===== src/synth_pkg.sv =====
// --------------------
// shared widths, micro-op encoding and register map of the synth voice
// imported by every design module
// --------------------
`default_nettype none

package synth_pkg;

	// datapath widths
	localparam int ACC_BITS = 10;
	localparam int OSC_BITS = 20;
	localparam int OUT_BITS = 10;
	localparam int OCT_BITS = 3;
	localparam int SLANT_BITS = 3;
	localparam int SAR_BITS = 3;
	localparam int OSC_SEL_BITS = 5;
	localparam int ACC_NBITS_BITS = 4;

	// frame = update steps, then one 64-cycle channel pass
	localparam int TIMER_BITS = 6;
	localparam int UPDATE_CYCLES = 4;
	localparam int FRAME_CYCLES = UPDATE_CYCLES + 2**TIMER_BITS;

	// oscillator counts down from here
	localparam logic [OSC_BITS-1:0] OSC_RESET_VALUE = '1;

	typedef enum logic [2:0] {
		T1_ZERO, T1_MINUS_ONE, T1_OUT_ACC, T1_ACC, T1_ACC_ROR1, T1_ACC_SHR1, T1_ACC_SAR1
	} term1_sel_t;

	typedef enum logic [2:0] {
		T2_ZERO, T2_ALMOST_ONE, T2_OSC_LOW, T2_OSC_HIGH, T2_ACC, T2_AMPLITUDE, T2_SLANT
	} term2_sel_t;

	typedef struct packed {
		logic p_sign_acc;
		logic use_p0;
		logic inv_p0;
		logic use_p1;
		logic neg_term2;
		logic neg_term2_if_neg;
		logic flip_if_neg;
		logic inv_p_result;
		logic p_result_ov;
		logic carry_in_p1;
		logic zext;
	} alu_flags_t;

	typedef struct packed {
		logic osc_low;
		logic osc_high;
		logic acc;
		logic out_acc;
		logic p0;
		logic p1;
		logic out;
	} we_t;

	typedef struct packed {
		term1_sel_t term1;
		term2_sel_t term2;
		alu_flags_t flags;
		// all ones = unconditional
		logic [OSC_SEL_BITS-1:0] osc_cond_bit;
		// low acc bits left untouched
		logic [ACC_NBITS_BITS-1:0] acc_we_nbits;
		we_t we;
	} micro_op_t;

	typedef struct packed {
		logic [ACC_BITS-1:0] amplitude;
		logic [ACC_BITS-1:0] slant_level;
		logic [OCT_BITS-1:0] oct;
		logic saw;
		logic [SLANT_BITS-1:0] n_slant;
		logic [SAR_BITS-1:0] n_sar;
	} voice_cfg_t;

	// single flags, or-ed together by the sequencer
	localparam alu_flags_t FL_SIGN_ACC = '{p_sign_acc: 1'b1, default: 1'b0};
	localparam alu_flags_t FL_P0 = '{use_p0: 1'b1, default: 1'b0};
	localparam alu_flags_t FL_INV_P0 = '{inv_p0: 1'b1, default: 1'b0};
	localparam alu_flags_t FL_P1 = '{use_p1: 1'b1, default: 1'b0};
	localparam alu_flags_t FL_NEG = '{neg_term2: 1'b1, default: 1'b0};
	localparam alu_flags_t FL_NEG_IF_NEG = '{neg_term2_if_neg: 1'b1, default: 1'b0};
	localparam alu_flags_t FL_FLIP = '{flip_if_neg: 1'b1, default: 1'b0};
	localparam alu_flags_t FL_OV = '{p_result_ov: 1'b1, default: 1'b0};
	localparam alu_flags_t FL_CARRY_P1 = '{carry_in_p1: 1'b1, default: 1'b0};
	localparam alu_flags_t FL_ZEXT = '{zext: 1'b1, default: 1'b0};

	localparam we_t WE_OSC_LOW = '{osc_low: 1'b1, default: 1'b0};
	localparam we_t WE_OSC_HIGH = '{osc_high: 1'b1, default: 1'b0};
	localparam we_t WE_ACC = '{acc: 1'b1, default: 1'b0};
	localparam we_t WE_OUT_ACC = '{out_acc: 1'b1, default: 1'b0};
	localparam we_t WE_P0 = '{p0: 1'b1, default: 1'b0};
	localparam we_t WE_P1 = '{p1: 1'b1, default: 1'b0};
	localparam we_t WE_OUT = '{out: 1'b1, default: 1'b0};

	localparam micro_op_t NOP_OP = '{term1: T1_ZERO, term2: T2_ZERO, flags: '0,
		osc_cond_bit: '1, acc_we_nbits: '0, we: '0};

	// wishbone word addresses
	localparam logic [1:0] REG_AMPLITUDE = 2'd0;
	localparam logic [1:0] REG_SHAPE = 2'd1;
	localparam logic [1:0] REG_SAMPLE = 2'd2;
	localparam logic [1:0] REG_FRAMES = 2'd3;

	// REG_SHAPE field positions
	localparam int SHAPE_OCT_LSB = 0;
	localparam int SHAPE_SAW_BIT = 3;
	localparam int SHAPE_N_SLANT_LSB = 4;
	localparam int SHAPE_N_SAR_LSB = 8;
	localparam int SHAPE_SLANT_LSB = 16;

endpackage

`default_nettype wire


===== src/synth_alu.sv =====
// --------------------
// voice ALU: term muxes, adder, predicate and state registers
// one micro-op per cycle from the sequencer
// --------------------
`timescale 1ns/1ns
`default_nettype none

module synth_alu import synth_pkg::*; (
	input logic clk,
	input logic reset,
	input logic alu_en,
	input micro_op_t op,
	input logic signed [ACC_BITS-1:0] amplitude,
	input logic signed [ACC_BITS-1:0] slant_level,
	output logic publish,
	output logic [OUT_BITS-1:0] out_value
);

	logic [OSC_BITS-1:0] osc;
	logic [ACC_BITS-1:0] acc;
	logic [OUT_BITS-1:0] out_acc_q;
	logic p0;
	logic p1;

	logic [OSC_BITS-1:0] osc_shifted;
	logic osc_cond;
	logic cond;
	logic en_eff;
	logic is_neg;
	logic negate;
	logic carry_in;
	logic sext;
	logic p_carry_only;
	logic p_result0;
	logic p_result;
	term2_sel_t term2_sel_eff;
	logic [ACC_BITS-1:0] term1;
	logic [ACC_BITS-1:0] term2_src;
	logic [ACC_BITS-1:0] term2;
	logic [ACC_BITS-1:0] acc_mask;
	logic [ACC_BITS:0] sum;

	// oscillator bit picks whether term2 takes part
	assign osc_shifted = osc >> op.osc_cond_bit;
	assign osc_cond = (op.osc_cond_bit == '1) | osc_shifted[0];

	// gating of the whole micro-op
	assign cond = (op.flags.p_sign_acc ? acc[ACC_BITS-1] : 1'b1) &
		(op.flags.use_p0 ? (p0 ^ op.flags.inv_p0) : 1'b1) &
		(op.flags.use_p1 ? p1 : 1'b1);
	assign en_eff = alu_en & cond;

	always_comb begin
		case (op.term1)
			T1_ZERO: term1 = '0;
			T1_MINUS_ONE: term1 = '1;
			T1_OUT_ACC: term1 = out_acc_q;
			T1_ACC: term1 = acc;
			T1_ACC_ROR1: term1 = {acc[0], acc[ACC_BITS-1:1]};
			T1_ACC_SHR1: term1 = {1'b0, acc[ACC_BITS-1:1]};
			T1_ACC_SAR1: term1 = {acc[ACC_BITS-1], acc[ACC_BITS-1:1]};
			default: term1 = '0;
		endcase
	end

	// false osc condition turns term2 into zero
	assign term2_sel_eff = osc_cond ? op.term2 : T2_ZERO;

	always_comb begin
		case (term2_sel_eff)
			T2_ZERO: term2_src = '0;
			T2_ALMOST_ONE: term2_src = {1'b0, {(ACC_BITS-1){1'b1}}};
			T2_OSC_LOW: term2_src = osc[ACC_BITS-1:0];
			T2_OSC_HIGH: term2_src = osc[OSC_BITS-1:ACC_BITS];
			T2_ACC: term2_src = acc;
			T2_AMPLITUDE: term2_src = amplitude;
			T2_SLANT: term2_src = slant_level;
			default: term2_src = '0;
		endcase
	end

	// ones complement plus carry-in gives the negation
	assign is_neg = acc[ACC_BITS-1];
	assign negate = op.flags.neg_term2 ^ (op.flags.neg_term2_if_neg & is_neg);
	assign term2 = term2_src ^ {ACC_BITS{negate}};
	assign carry_in = op.flags.carry_in_p1 ? p1 : negate;

	// one extra bit for carry or overflow
	assign sext = ~op.flags.zext;
	assign sum = {sext & term1[ACC_BITS-1], term1} + {sext & term2[ACC_BITS-1], term2} +
		(ACC_BITS+1)'(carry_in);

	// zext with ov: plain carry out, else sign xor ov bit
	assign p_carry_only = op.flags.p_result_ov & op.flags.zext;
	assign p_result0 = (p_carry_only ? 1'b0 : sum[ACC_BITS-1]) ^
		(op.flags.p_result_ov & sum[ACC_BITS]);
	assign p_result = p_result0 ^ (op.flags.flip_if_neg & is_neg) ^ op.flags.inv_p_result;

	// bits below acc_we_nbits keep their value
	assign acc_mask = {ACC_BITS{1'b1}} << op.acc_we_nbits;

	always_ff @(posedge clk) begin
		if (reset) begin
			osc <= OSC_RESET_VALUE;
			acc <= '0;
			out_acc_q <= '0;
			p0 <= 1'b0;
			p1 <= 1'b0;
		end else if (en_eff) begin
			if (op.we.osc_low)
				osc[ACC_BITS-1:0] <= sum[ACC_BITS-1:0];
			if (op.we.osc_high)
				osc[OSC_BITS-1:ACC_BITS] <= sum[OSC_BITS-ACC_BITS-1:0];
			if (op.we.acc)
				acc <= (acc & ~acc_mask) | (sum[ACC_BITS-1:0] & acc_mask);
			if (op.we.out_acc)
				out_acc_q <= sum[OUT_BITS-1:0];
			if (op.we.p0)
				p0 <= p_result;
			if (op.we.p1)
				p1 <= p_result;
		end
	end

	assign publish = en_eff & op.we.out;
	assign out_value = out_acc_q;

	// sequencer only names real oscillator bits
	a_cond_bit: assert property (@(posedge clk) disable iff (reset)
		alu_en |-> (op.osc_cond_bit < OSC_SEL_BITS'(OSC_BITS) || op.osc_cond_bit == '1))
		else $error("osc_cond_bit out of range");

	// accumulator starts empty after each publish, no channel counted twice
	a_pub_clear: assert property (@(posedge clk) disable iff (reset)
		publish |=> (out_acc_q == '0))
		else $error("out_acc not cleared by publish");

endmodule

`default_nettype wire


===== src/voice_sequencer.sv =====
// --------------------
// frame timer and micro-op decode
// steps 0-3 update the oscillator, steps 4-67 run the channel program
// --------------------
`timescale 1ns/1ns
`default_nettype none

module voice_sequencer import synth_pkg::*; (
	input logic clk,
	input logic reset,
	input voice_cfg_t voice_cfg,
	output logic frame_start,
	output logic alu_en,
	output micro_op_t op
);

	logic [6:0] timer;
	logic first_frame;
	logic [TIMER_BITS-1:0] c;
	logic [OCT_BITS-1:0] n_shr;
	logic [3:0] ror_idx;
	alu_flags_t saw_flags;
	alu_flags_t clamp_flags;

	function automatic micro_op_t make_op(input term1_sel_t t1, input term2_sel_t t2,
		input alu_flags_t fl, input we_t w);
		micro_op_t m;
		m.term1 = t1;
		m.term2 = t2;
		m.flags = fl;
		m.osc_cond_bit = '1;
		m.acc_we_nbits = '0;
		m.we = w;
		return m;
	endfunction

	always_ff @(posedge clk) begin
		if (reset) begin
			timer <= '0;
			first_frame <= 1'b1;
			alu_en <= 1'b0;
		end else begin
			alu_en <= 1'b1;
			if (timer == 7'(FRAME_CYCLES - 1)) begin
				timer <= '0;
				first_frame <= 1'b0;
			end else begin
				timer <= timer + 7'd1;
			end
		end
	end

	assign frame_start = (timer == '0);

	// channel step within the 64-cycle pass
	assign c = TIMER_BITS'(timer - 7'(UPDATE_CYCLES));
	assign n_shr = ~voice_cfg.oct;
	// multiply bit index of the ror part
	assign ror_idx = c[4:1] - 4'd5;
	assign saw_flags = voice_cfg.saw ? FL_P1 : '0;
	// last clamp pair always runs, even for saw
	assign clamp_flags = (c[3:1] == 3'd7) ? '0 : saw_flags;

	always_comb begin
		op = NOP_OP;
		if (timer < 7'(UPDATE_CYCLES)) begin
			// no sample exists yet in the first frame
			if (!first_frame) begin
				case (timer[1:0])
					// osc_low -= 1, p1 = no borrow
					2'd0: op = make_op(T1_MINUS_ONE, T2_OSC_LOW, FL_ZEXT | FL_OV,
						WE_OSC_LOW | WE_P1);
					// osc_high += p1 - 1
					2'd1: op = make_op(T1_MINUS_ONE, T2_OSC_HIGH,
						FL_ZEXT | FL_OV | FL_CARRY_P1, WE_OSC_HIGH);
					// publish, restart accumulation
					2'd2: op = make_op(T1_ZERO, T2_ZERO, '0, WE_OUT_ACC | WE_OUT);
					default: op = NOP_OP;
				endcase
			end
		end else if (!c[5]) begin
			if (c[4:3] == 2'd0) begin
				if (c[2:0] != 3'd7) begin
					// acc = shr(acc) + (osc[c] ? amplitude : 0), octave dependent count
					if (c[2:0] < n_shr) begin
						op = make_op((c[2:0] == 3'd0) ? T1_ZERO : T1_ACC_SHR1, T2_AMPLITUDE,
							'0, WE_ACC);
						op.osc_cond_bit = OSC_SEL_BITS'(c[2:0]);
					end
				end else begin
					op = make_op(T1_ACC_SHR1, T2_ZERO, '0, WE_ACC);
				end
			end else if (c[4:1] == 4'hf) begin
				// p1 = phase negative, then fold it
				if (!c[0])
					op = make_op(T1_ACC, T2_ZERO, '0, WE_P1);
				else
					op = make_op(T1_MINUS_ONE, T2_ACC, FL_NEG | FL_SIGN_ACC, WE_ACC);
			end else if (c[4:1] >= 4'd5) begin
				// ror part, add into the upper bits then rotate
				if (!c[0]) begin
					op = make_op(T1_ACC, T2_AMPLITUDE, '0, WE_ACC);
					op.osc_cond_bit = OSC_SEL_BITS'(ror_idx) + OSC_SEL_BITS'(n_shr);
					op.acc_we_nbits = ror_idx;
				end else begin
					op = make_op(T1_ACC_ROR1, T2_ZERO, '0, WE_ACC);
				end
			end
		end else if (!c[4]) begin
			if (c[3:2] == 2'd0) begin
				// triangle: x = 2x - almost one
				case (c[1:0])
					2'd0: op = make_op(T1_ACC, T2_ACC, '0, WE_ACC);
					2'd1: op = make_op(T1_ACC, T2_ALMOST_ONE, FL_NEG, WE_ACC);
					default: op = NOP_OP;
				endcase
			end else if (c[3:1] == 3'd7 || c[3:1] <= voice_cfg.n_slant) begin
				// double, saturate on overflow
				if (!c[0])
					op = make_op(T1_ACC, T2_ACC, FL_FLIP | clamp_flags, WE_ACC | WE_P0);
				else
					op = make_op(T1_ZERO, T2_ALMOST_ONE,
						FL_NEG | FL_FLIP | FL_NEG_IF_NEG | FL_P0 | clamp_flags, WE_ACC);
			end
		end else begin
			case (c[3:0])
				// p0 = inside +-slant_level
				4'd0: op = make_op(T1_ACC, T2_SLANT,
					FL_NEG | FL_FLIP | FL_NEG_IF_NEG | saw_flags, WE_P0);
				// outside: acc = +-slant_level
				4'd1: op = make_op(T1_ZERO, T2_SLANT,
					FL_NEG_IF_NEG | FL_P0 | FL_INV_P0 | saw_flags, WE_ACC);
				4'd8, 4'd9, 4'd10, 4'd11, 4'd12, 4'd13: begin
					if (c[2:0] < voice_cfg.n_sar)
						op = make_op(T1_ACC_SAR1, T2_ZERO, '0, WE_ACC);
				end
				4'd14: op = make_op(T1_OUT_ACC, T2_ACC, '0, WE_OUT_ACC);
				default: op = NOP_OP;
			endcase
		end
	end

	// osc halves are updated one per step so the borrow can chain through p1
	a_osc_halves: assert property (@(posedge clk) disable iff (reset)
		!(op.we.osc_low && op.we.osc_high))
		else $error("both oscillator halves written in one micro-op");

endmodule

`default_nettype wire


===== src/wb_voice_regs.sv =====
// --------------------
// wishbone classic slave for voice settings and sample readout
// settings take effect at the next frame start
// --------------------
`timescale 1ns/1ns
`default_nettype none

module wb_voice_regs import synth_pkg::*; (
	input logic clk,
	input logic reset,
	input logic wb_cyc,
	input logic wb_stb,
	input logic wb_we,
	input logic [1:0] wb_adr,
	input logic [31:0] wb_dat_w,
	output logic [31:0] wb_dat_r,
	output logic wb_ack,
	input logic frame_start,
	input logic publish,
	input logic [OUT_BITS-1:0] out_value,
	output voice_cfg_t voice_cfg,
	output logic [OUT_BITS-1:0] sample,
	output logic sample_valid
);

	voice_cfg_t pending;
	logic [31:0] frames;
	logic sample_new;
	logic access;
	logic [31:0] rd_data;

	// one access per stb with ack in the following cycle
	assign access = wb_cyc & wb_stb & ~wb_ack;

	always_comb begin
		rd_data = '0;
		case (wb_adr)
			REG_AMPLITUDE: rd_data[ACC_BITS-1:0] = pending.amplitude;
			REG_SHAPE: begin
				rd_data[SHAPE_OCT_LSB +: OCT_BITS] = pending.oct;
				rd_data[SHAPE_SAW_BIT] = pending.saw;
				rd_data[SHAPE_N_SLANT_LSB +: SLANT_BITS] = pending.n_slant;
				rd_data[SHAPE_N_SAR_LSB +: SAR_BITS] = pending.n_sar;
				rd_data[SHAPE_SLANT_LSB +: ACC_BITS] = pending.slant_level;
			end
			REG_SAMPLE: rd_data[OUT_BITS-1:0] = sample;
			REG_FRAMES: rd_data = frames;
			default: rd_data = '0;
		endcase
	end

	always_ff @(posedge clk) begin
		if (reset) begin
			wb_ack <= 1'b0;
			pending <= '0;
			voice_cfg <= '0;
			sample <= '0;
			sample_new <= 1'b0;
			sample_valid <= 1'b0;
			frames <= '0;
		end else begin
			wb_ack <= access;
			// sample and frame registers ignore writes
			if (access && wb_we) begin
				case (wb_adr)
					REG_AMPLITUDE: pending.amplitude <= wb_dat_w[ACC_BITS-1:0];
					REG_SHAPE: begin
						pending.oct <= wb_dat_w[SHAPE_OCT_LSB +: OCT_BITS];
						pending.saw <= wb_dat_w[SHAPE_SAW_BIT];
						pending.n_slant <= wb_dat_w[SHAPE_N_SLANT_LSB +: SLANT_BITS];
						pending.n_sar <= wb_dat_w[SHAPE_N_SAR_LSB +: SAR_BITS];
						pending.slant_level <= wb_dat_w[SHAPE_SLANT_LSB +: ACC_BITS];
					end
					default: ;
				endcase
			end
			if (frame_start)
				voice_cfg <= pending;
			// valid follows one cycle behind the latched sample
			sample_new <= publish;
			sample_valid <= sample_new;
			if (publish) begin
				sample <= out_value;
				frames <= frames + 32'd1;
			end
		end
	end

	// read data captured with the access and presented with ack
	always_ff @(posedge clk) begin
		if (access)
			wb_dat_r <= rd_data;
	end

	a_ack_pulse: assert property (@(posedge clk) disable iff (reset)
		wb_ack |=> !wb_ack)
		else $error("wishbone ack held for two cycles");

endmodule

`default_nettype wire


===== src/synth_voice_top.sv =====
// --------------------
// synth voice top: bus registers, sequencer and ALU
// --------------------
`timescale 1ns/1ns
`default_nettype none

module synth_voice_top import synth_pkg::*; (
	input logic clk,
	input logic reset,
	input logic wb_cyc,
	input logic wb_stb,
	input logic wb_we,
	input logic [1:0] wb_adr,
	input logic [31:0] wb_dat_w,
	output logic [31:0] wb_dat_r,
	output logic wb_ack,
	output logic [OUT_BITS-1:0] sample,
	output logic sample_valid
);

	voice_cfg_t voice_cfg;
	micro_op_t op;
	logic frame_start;
	logic alu_en;
	logic publish;
	logic [OUT_BITS-1:0] out_value;

	wb_voice_regs u_regs (
		.clk(clk), .reset(reset),
		.wb_cyc(wb_cyc), .wb_stb(wb_stb), .wb_we(wb_we), .wb_adr(wb_adr),
		.wb_dat_w(wb_dat_w), .wb_dat_r(wb_dat_r), .wb_ack(wb_ack),
		.frame_start(frame_start), .publish(publish), .out_value(out_value),
		.voice_cfg(voice_cfg), .sample(sample), .sample_valid(sample_valid)
	);

	voice_sequencer u_seq (
		.clk(clk), .reset(reset), .voice_cfg(voice_cfg),
		.frame_start(frame_start), .alu_en(alu_en), .op(op)
	);

	// settings feed the ALU as signed terms
	synth_alu u_alu (
		.clk(clk), .reset(reset), .alu_en(alu_en), .op(op),
		.amplitude(voice_cfg.amplitude), .slant_level(voice_cfg.slant_level),
		.publish(publish), .out_value(out_value)
	);

endmodule

`default_nettype wire


===== config.mk =====
export PLATFORM = sky130hd
export DESIGN_NAME = synth_voice_top
export DESIGN_NICKNAME = d
export VERILOG_FILES = /design/src/synth_pkg.sv /design/src/synth_alu.sv /design/src/voice_sequencer.sv /design/src/wb_voice_regs.sv /design/src/synth_voice_top.sv
export SDC_FILE = /design/constraint.sdc
export NUM_CORES = 1
export LEC_CHECK = 0
export ABC_AREA = 1
export BUFFER_PORTS_ARGS = -buffer_cell sky130_fd_sc_hd__buf_4
export CAP_MARGIN = 20
export CORE_ASPECT_RATIO = 0.75
export CORE_MARGIN = 1.5
export CORE_UTILIZATION = 29
export CTS_CLUSTER_DIAMETER = 60
export DETAILED_ROUTE_END_ITERATION = 12
export GPL_ROUTABILITY_DRIVEN = 1
export GPL_TIMING_DRIVEN = 0
export RECOVER_POWER = 100
export SLEW_MARGIN = 10
export SYNTH_ARGS = -nofsm -noshare
export SYNTH_HDL_FRONTEND = slang
export SYNTH_HIERARCHICAL = 1
export SYNTH_SLANG_ARGS = --single-unit

===== constraint.sdc =====
create_clock -name clk -period 6.3 [get_ports clk]
set_clock_uncertainty 0.15 [all_clocks]
set_input_delay 1.26 -clock clk [delete_from_list [all_inputs] [get_ports clk]]
set_output_delay 1.26 -clock clk [all_outputs]
set_load 0.01 [all_outputs]

==> impl_metrics.json, run 1 <==
{
  "status": "finished clean",
  "antenna_cells": 0,
  "max_freq_mhz": 169,
  "arrival_ns": 6.10,
  "dp_slack_ns": -0.430,
  "n_fill_cell": 3745,
  "whs_ns": 0.265,
  "async_reset_ff_share_pct": 0,
  "setup_viol": 0,
  "cellPowerDensity_mw_per_mm2": 228,
  "synth_cell_type_count": 52,
  "drtPass1Iterations": 5,
  "ys_warn_count": 6,
  "synth-edff-count": 32,
  "worstSetupStartpointType": "flop",
  "final_util_pct": 34.0,
  "rows": 59,
  "irDropWorstVdd_mv": 0.176,
  "areaGrowthSynthToFinish_pct": 15.1,
  "worst_slack_ns": 0.400,
  "ys_ff_latch": 188,
  "cpMaxStageDelayCell": "fa_2",
  "slew-limit-headroom_pct": 38.1,
  "cts_root_buf": "clkbuf_16",
  "hold_class": "flop to flop",
  "drive_above_1_share_pct": 9.93,
  "die_x_um": 220,
  "crit_required_ns": 6.50,
  "wl_per_cell_um": 16.3,
  "crit_family": "simple AND/OR/NAND/NOR gates",
  "dpl.cell_count": 1960,
  "fp.dieH_um": 166,
  "setup_tns_ns": 0,
  "end_kind": "flop",
  "tightest_slew_ns": 0.928,
  "start_util_pct": 29.6,
  "hpwlAfterDp_mm": 25.6,
  "reg2regPathDepth": 36,
  "wirelength_mm": 32.6,
  "fin_crit_sh_pct": 93.6,
  "finalNonFillerCells": 1998,
  "cts_tree": "done",
  "core-area_mm2": 0.0348,
  "path_buf_inv": 6,
  "grt_pass1_vias": 8984,
  "worstSetupPathType": "flop to flop",
  "clk_pin_slew_ns": 0.07,
  "antenna_found_initial": 0,
  "dieArea_mm2": 0.0366,
  "synth_fp_nets": 1505,
  "clock-sinks": 188,
  "cts_buffers": 17,
  "place_congestion": 0.917,
  "io_buffers": 71,
  "ctsHoldBuffers": 0,
  "crit_top_cell": "nand2_1",
  "grt_max_degree": 18,
  "syn-cell-area_mm2": 0.0103,
  "drc": 0,
  "min_path_cells": 2,
  "syn_area_per_cell_um2": 7.19,
  "grt-ovfl-total": 0,
  "worstPathMaxFanout": 9,
  "crit_cells": 36,
  "track_usage_pct": 18.0,
  "p_leak_nw": 4.83,
  "clk_latency_ns": 0.45,
  "hold_viol": 0,
  "finalCriticalPeriod_ns": 5.90,
  "syn_inst": 1430,
  "nNetsFinal": 1603,
  "ant_nets": 0,
  "viasPerCell": 4.97,
  "cts_max_path_buffers": 2,
  "seq_area_frac_synth_pct": 39.7,
  "dr_total_vias": 9939,
  "cpPeakStageDelay_ns": 0.42,
  "cts_max_level": 4,
  "finalMaxSlewViolations": 0,
  "synth-main-ff-cell": "dfxtp_1",
  "cap_violations": 0,
  "io_pins": 83,
  "grt_pass1_wl_mm": 50.6,
  "dr.first_iter.drc_count": 974
}
-- path summary, 6_finish.rpt --
path                            slack, ns                  end         startpoint
worst max register to register       0.40             u_alu/p1     u_seq/timer[2]
worst min-delay path                 0.27  u_regs/sample_valid  u_regs/sample_new
worst min register to register       0.27  u_regs/sample_valid  u_regs/sample_new
worst max-delay path                 0.40             u_alu/p1     u_seq/timer[2]
-- per-layer routing --
metal	track usage, %	routed length, µm	up-vias
li1	-	-	4891
met4	4.67	418	0
met5	0	0	-
met2	23.9	12800	387
met1	28.9	16900	4640
met3	3.17	2510	21
-- tightest hold or removal path, stage by stage (launching register included) --
cell and delay, ns:
dfxtp_1 0.30, inv_1 0.05, nor2_1 0.03
-- cell usage in the layout (no fill, tap or decap), types with 6 or more instances in the layout --
cell	netlist	routed
a21oi_1	79	77
a22oi_1	10	9
buf_4	6	35
clkbuf_1	31	84
clkbuf_16	0	17
dfxtp_1	156	153
edfxtp_1	32	32
ha_1	33	31
inv_1	142	140
inv_2	10	10
nand2_1	264	262
nand2_2	14	16
nand3_1	72	73
nand3_2	11	10
nand4_1	26	26
nor2_1	253	261
nor2_4	9	7
nor3_1	23	23
o2111ai_1	8	7
o211ai_1	6	6
o21ai_0	134	132
o21ai_1	12	14
xor2_1	23	22
-- cell type report --
cell class | instances | area [µm²] | area share (%)
clock inverter | 13 | 105 | 0.888
multi-input combinational | 1038 | 5410 | 45.7
inverter | 158 | 603 | 5.09
timing repair buffer | 79 | 413 | 3.49
sequential | 188 | 4090 | 34.6
buffer | 46 | 208 | 1.75
clock buffer | 19 | 433 | 3.66
tap | 457 | 572 | 4.83
-- Yosys cell counts, types with 8 or more instances --
cell | n | area (µm²)
nand2_1 | 264 | 991
nor2_1 | 253 | 950
dfxtp_1 | 156 | 3120
inv_1 | 142 | 533
o21ai_0 | 134 | 671
a21oi_1 | 79 | 395
nand3_1 | 72 | 360
ha_1 | 33 | 413
edfxtp_1 | 32 | 961
clkbuf_1 | 31 | 116
nand4_1 | 26 | 163
nor3_1 | 23 | 115
xor2_1 | 23 | 201
nand2_2 | 14 | 87.6
o21ai_1 | 12 | 60.1
nand3_2 | 11 | 110
a22oi_1 | 10 | 75.1
inv_2 | 10 | 37.5
nor2_2 | 10 | 62.6
nor2_4 | 9 | 101
o2111ai_1 | 8 | 70.1
-- cell families (layout without fill, tap and decap cells) --
family / Yosys count / in the layout / share of synthesized area [%]
compound gates: 274 / 274 / 14.7
simple gates: 701 / 701 / 30.8
buf+inv: 204 / 315 / 7.85
mux: 1 / 1 / 0.0973
fa+ha+maj: 36 / 36 / 4.60
xor+xnor: 25 / 25 / 2.13
other cells: 1 / 1 / 0.0365
flops: 188 / 188 / 39.7
-- flip-flops by register name, indices dropped and copies added, names as in the netlist, named ones only --
signal               cells
u_regs/frames           32
u_regs/wb_dat_r         32
u_regs/pending          30
u_regs/voice_cfg        30
u_alu/osc               20
u_alu/out_value         10
u_regs/sample           10
u_seq/timer              7
u_alu/p0                 1
u_alu/p1                 1
u_regs/sample_new        1
u_regs/sample_valid      1
u_regs/wb_ack            1
u_seq/alu_en             1
u_seq/first_frame        1
-- power by group --
part	switching, mW	internal [mW]
Sequential	0.0358	1.26
Combinational	0.260	0.125
Clock	0.509	0.514
-- what timing repair did --
item | CTS | global route
cloned | 0 | 0
endpoints found under the setup margin | 6 | 6
resized for setup | 7 | 23
buffers inserted | 1 | 5
pin swaps | 0 | 8
-- through the flow --
stage / total power, mW / instance area, µm²
floorplan: 1.56 / 10300
global placement: 1.69 / 11400
detailed placement: 1.70 / 11400
CTS: 2.73 / 12000
global route: 2.83 / 11800
finish: 2.70 / 11800
Note: power is estimated with default switching activity, not from simulation.
==> run 2, diff against run 1 <==
--- a/config.mk
+++ b/config.mk
@@ -6,15 +6,16 @@
 export NUM_CORES = 1
 export LEC_CHECK = 0
 export ABC_AREA = 1
-export BUFFER_PORTS_ARGS = -buffer_cell sky130_fd_sc_hd__buf_4
+export BUFFER_PORTS_ARGS = -buffer_cell sky130_fd_sc_hd__buf_2
 export CAP_MARGIN = 20
 export CORE_ASPECT_RATIO = 0.75
 export CORE_MARGIN = 1.5
-export CORE_UTILIZATION = 29
+export CORE_UTILIZATION = 50
 export CTS_CLUSTER_DIAMETER = 60
 export DETAILED_ROUTE_END_ITERATION = 12
 export GPL_ROUTABILITY_DRIVEN = 1
 export GPL_TIMING_DRIVEN = 0
+export PLACE_DENSITY = 0.68
 export RECOVER_POWER = 100
 export SLEW_MARGIN = 10
 export SYNTH_ARGS = -nofsm -noshare
==> constraint.sdc (replaced) <==
create_clock -name clk -period 6.3 [get_ports clk]
set_clock_uncertainty 0.15 [all_clocks]
set_input_delay 0.63 -clock clk [delete_from_list [all_inputs] [get_ports clk]]
set_output_delay 0.63 -clock clk [all_outputs]
set_load 0.01 [all_outputs]
==> impl_metrics.json, run 2 (synthesis results as in run 1) <==
{
  "fp.dieH_um": 127,
  "areaGrowthSynthToFinish_pct": 12.9,
  "grt_pass1_vias": 8871,
  "worstSetupStartpointType": "flop",
  "setup_viol": 0,
  "core-area_mm2": 0.0202,
  "status": "finished clean",
  "rows": 45,
  "finalCriticalPeriod_ns": 5.84,
  "irDropWorstVdd_mv": 0.189,
  "cts_root_buf": "clkbuf_16",
  "end_kind": "flop",
  "wirelength_mm": 31.9,
  "cts_tree": "done",
  "p_leak_nw": 4.85,
  "ff2ff_setup_slack_ns": 0.46,
  "mostFrequentLayoutCells": "nand2_1, nor2_1, dfxtp_1, inv_1, o21ai_0",
  "drtPass1Iterations": 5,
  "slew-limit-headroom_pct": 29.5,
  "cts_max_level": 4,
  "wl_per_cell_um": 17.7,
  "dp_slack_ns": -0.496,
  "nNetsFinal": 1604,
  "dr_total_vias": 10100,
  "final_util_pct": 57.5,
  "ctsHoldBuffers": 0,
  "cts_buffers": 17,
  "worstSetupPathType": "flop to flop",
  "cellPowerDensity_mw_per_mm2": 238,
  "cpMaxStageDelayCell": "o21ai_0",
  "dr.first_iter.drc_count": 1211,
  "grt_max_degree": 19,
  "cpPeakStageDelay_ns": 0.50,
  "dieArea_mm2": 0.0214,
  "antenna_found_initial": 1,
  "tightest_slew_ns": 1.06,
  "crit_required_ns": 6.49,
  "viasPerCell": 5.63,
  "crit_top_cell": "nand2_1",
  "hpwlAfterDp_mm": 24.6,
  "io_pins": 83,
  "max_freq_mhz": 171,
  "fin_crit_sh_pct": 92.7,
  "hold_class": "flop to flop",
  "arrival_ns": 6.03,
  "whs_ns": 0.257,
  "clk_latency_ns": 0.44,
  "grt_pass1_wl_mm": 48.9,
  "clk_pin_slew_ns": 0.07,
  "grt-ovfl-total": 0,
  "cts_max_path_buffers": 2,
  "die_x_um": 169,
  "clock-sinks": 188,
  "worstPathMaxFanout": 9,
  "top_regs": "u_regs/frames: 32 flops, u_regs/wb_dat_r: 32 flops",
  "antenna_cells": 0,
  "worst_slack_ns": 0.460,
  "cap_violations": 0,
  "hold_viol": 0,
  "drive_above_1_share_pct": 10.2,
  "ant_nets": 0,
  "place_congestion": 0.934,
  "finalMaxSlewViolations": 0,
  "start_util_pct": 50.9,
  "drc": 0,
  "track_usage_pct": 29.9,
  "io_buffers": 71
}
==> run 2: power by group <==
group	internal (mW)	switching [mW]	total, mW
logic	0.122	0.263	0.386
clock network	0.617	0.470	1.09
registers	1.26	0.0354	1.30
==> run 2: layout make-up <==
type,instances,area (µm²)
inverter,158,607
clock buffer,22,474
buffer,46,208
multi-input combinational,1038,5440
sequential,188,4090
timing repair buffer,80,358
clock inverter,9,111
tap,258,323
fill,1959,8600
==> run 2: path summary, 6_finish.rpt <==
path,from,depth (start not counted),endpoint
max,u_seq/timer[0],30,u_alu/p0
max reg2reg,u_seq/timer[0],30,u_alu/p0
min,u_regs/sample_new,2,u_regs/sample_valid
min reg2reg,u_regs/sample_new,2,u_regs/sample_valid
==> run 2: worst max-delay path: cells and delay by family (launching register included) <==
kind            cells  cell delay (ns)
flops               1             0.34
buf+inv             6             1.15
simple gates       14             1.43
fa+ha+maj           3             1.11
compound gates      6             1.34
xor+xnor            1             0.19
==> run 2: routing by layer <==
| layer | share of wire [%] | GRT usage (%) | vias to the layer above | wire, µm |
|---|---|---|---|---|
| li1 | - | - | 4896 | - |
| met1 | 48 | 45.5 | 4747 | 15300 |
| met2 | 40 | 41.5 | 443 | 12700 |
| met3 | 10 | 7.65 | 45 | 3330 |
| met4 | 1.6 | 8.19 | 0 | 499 |
| met5 | 0 | 0 | - | 0 |
==> run 2: per-stage QoR <==
stage	setup TNS, ns	total power [mW]	instances	instance area, µm²
5_1_grt	-0.00515	2.88	1799	11600
6_report	0	2.77	1799	11600
2_1_floorplan	0	1.56	1430	10300
3_5_place_dp	-1.13	1.68	1761	11000
4_1_cts	0	2.76	1793	11600
3_3_place_gp	-0.824	1.67	1759	11000
==> run 2: what timing repair did <==
item / 4_1_cts / 5_1_grt
setup buffers: 1 / 6
gates resized for setup: 8 / 26
pin swaps: 0 / 5
endpoints found under the setup margin: 6 / 7
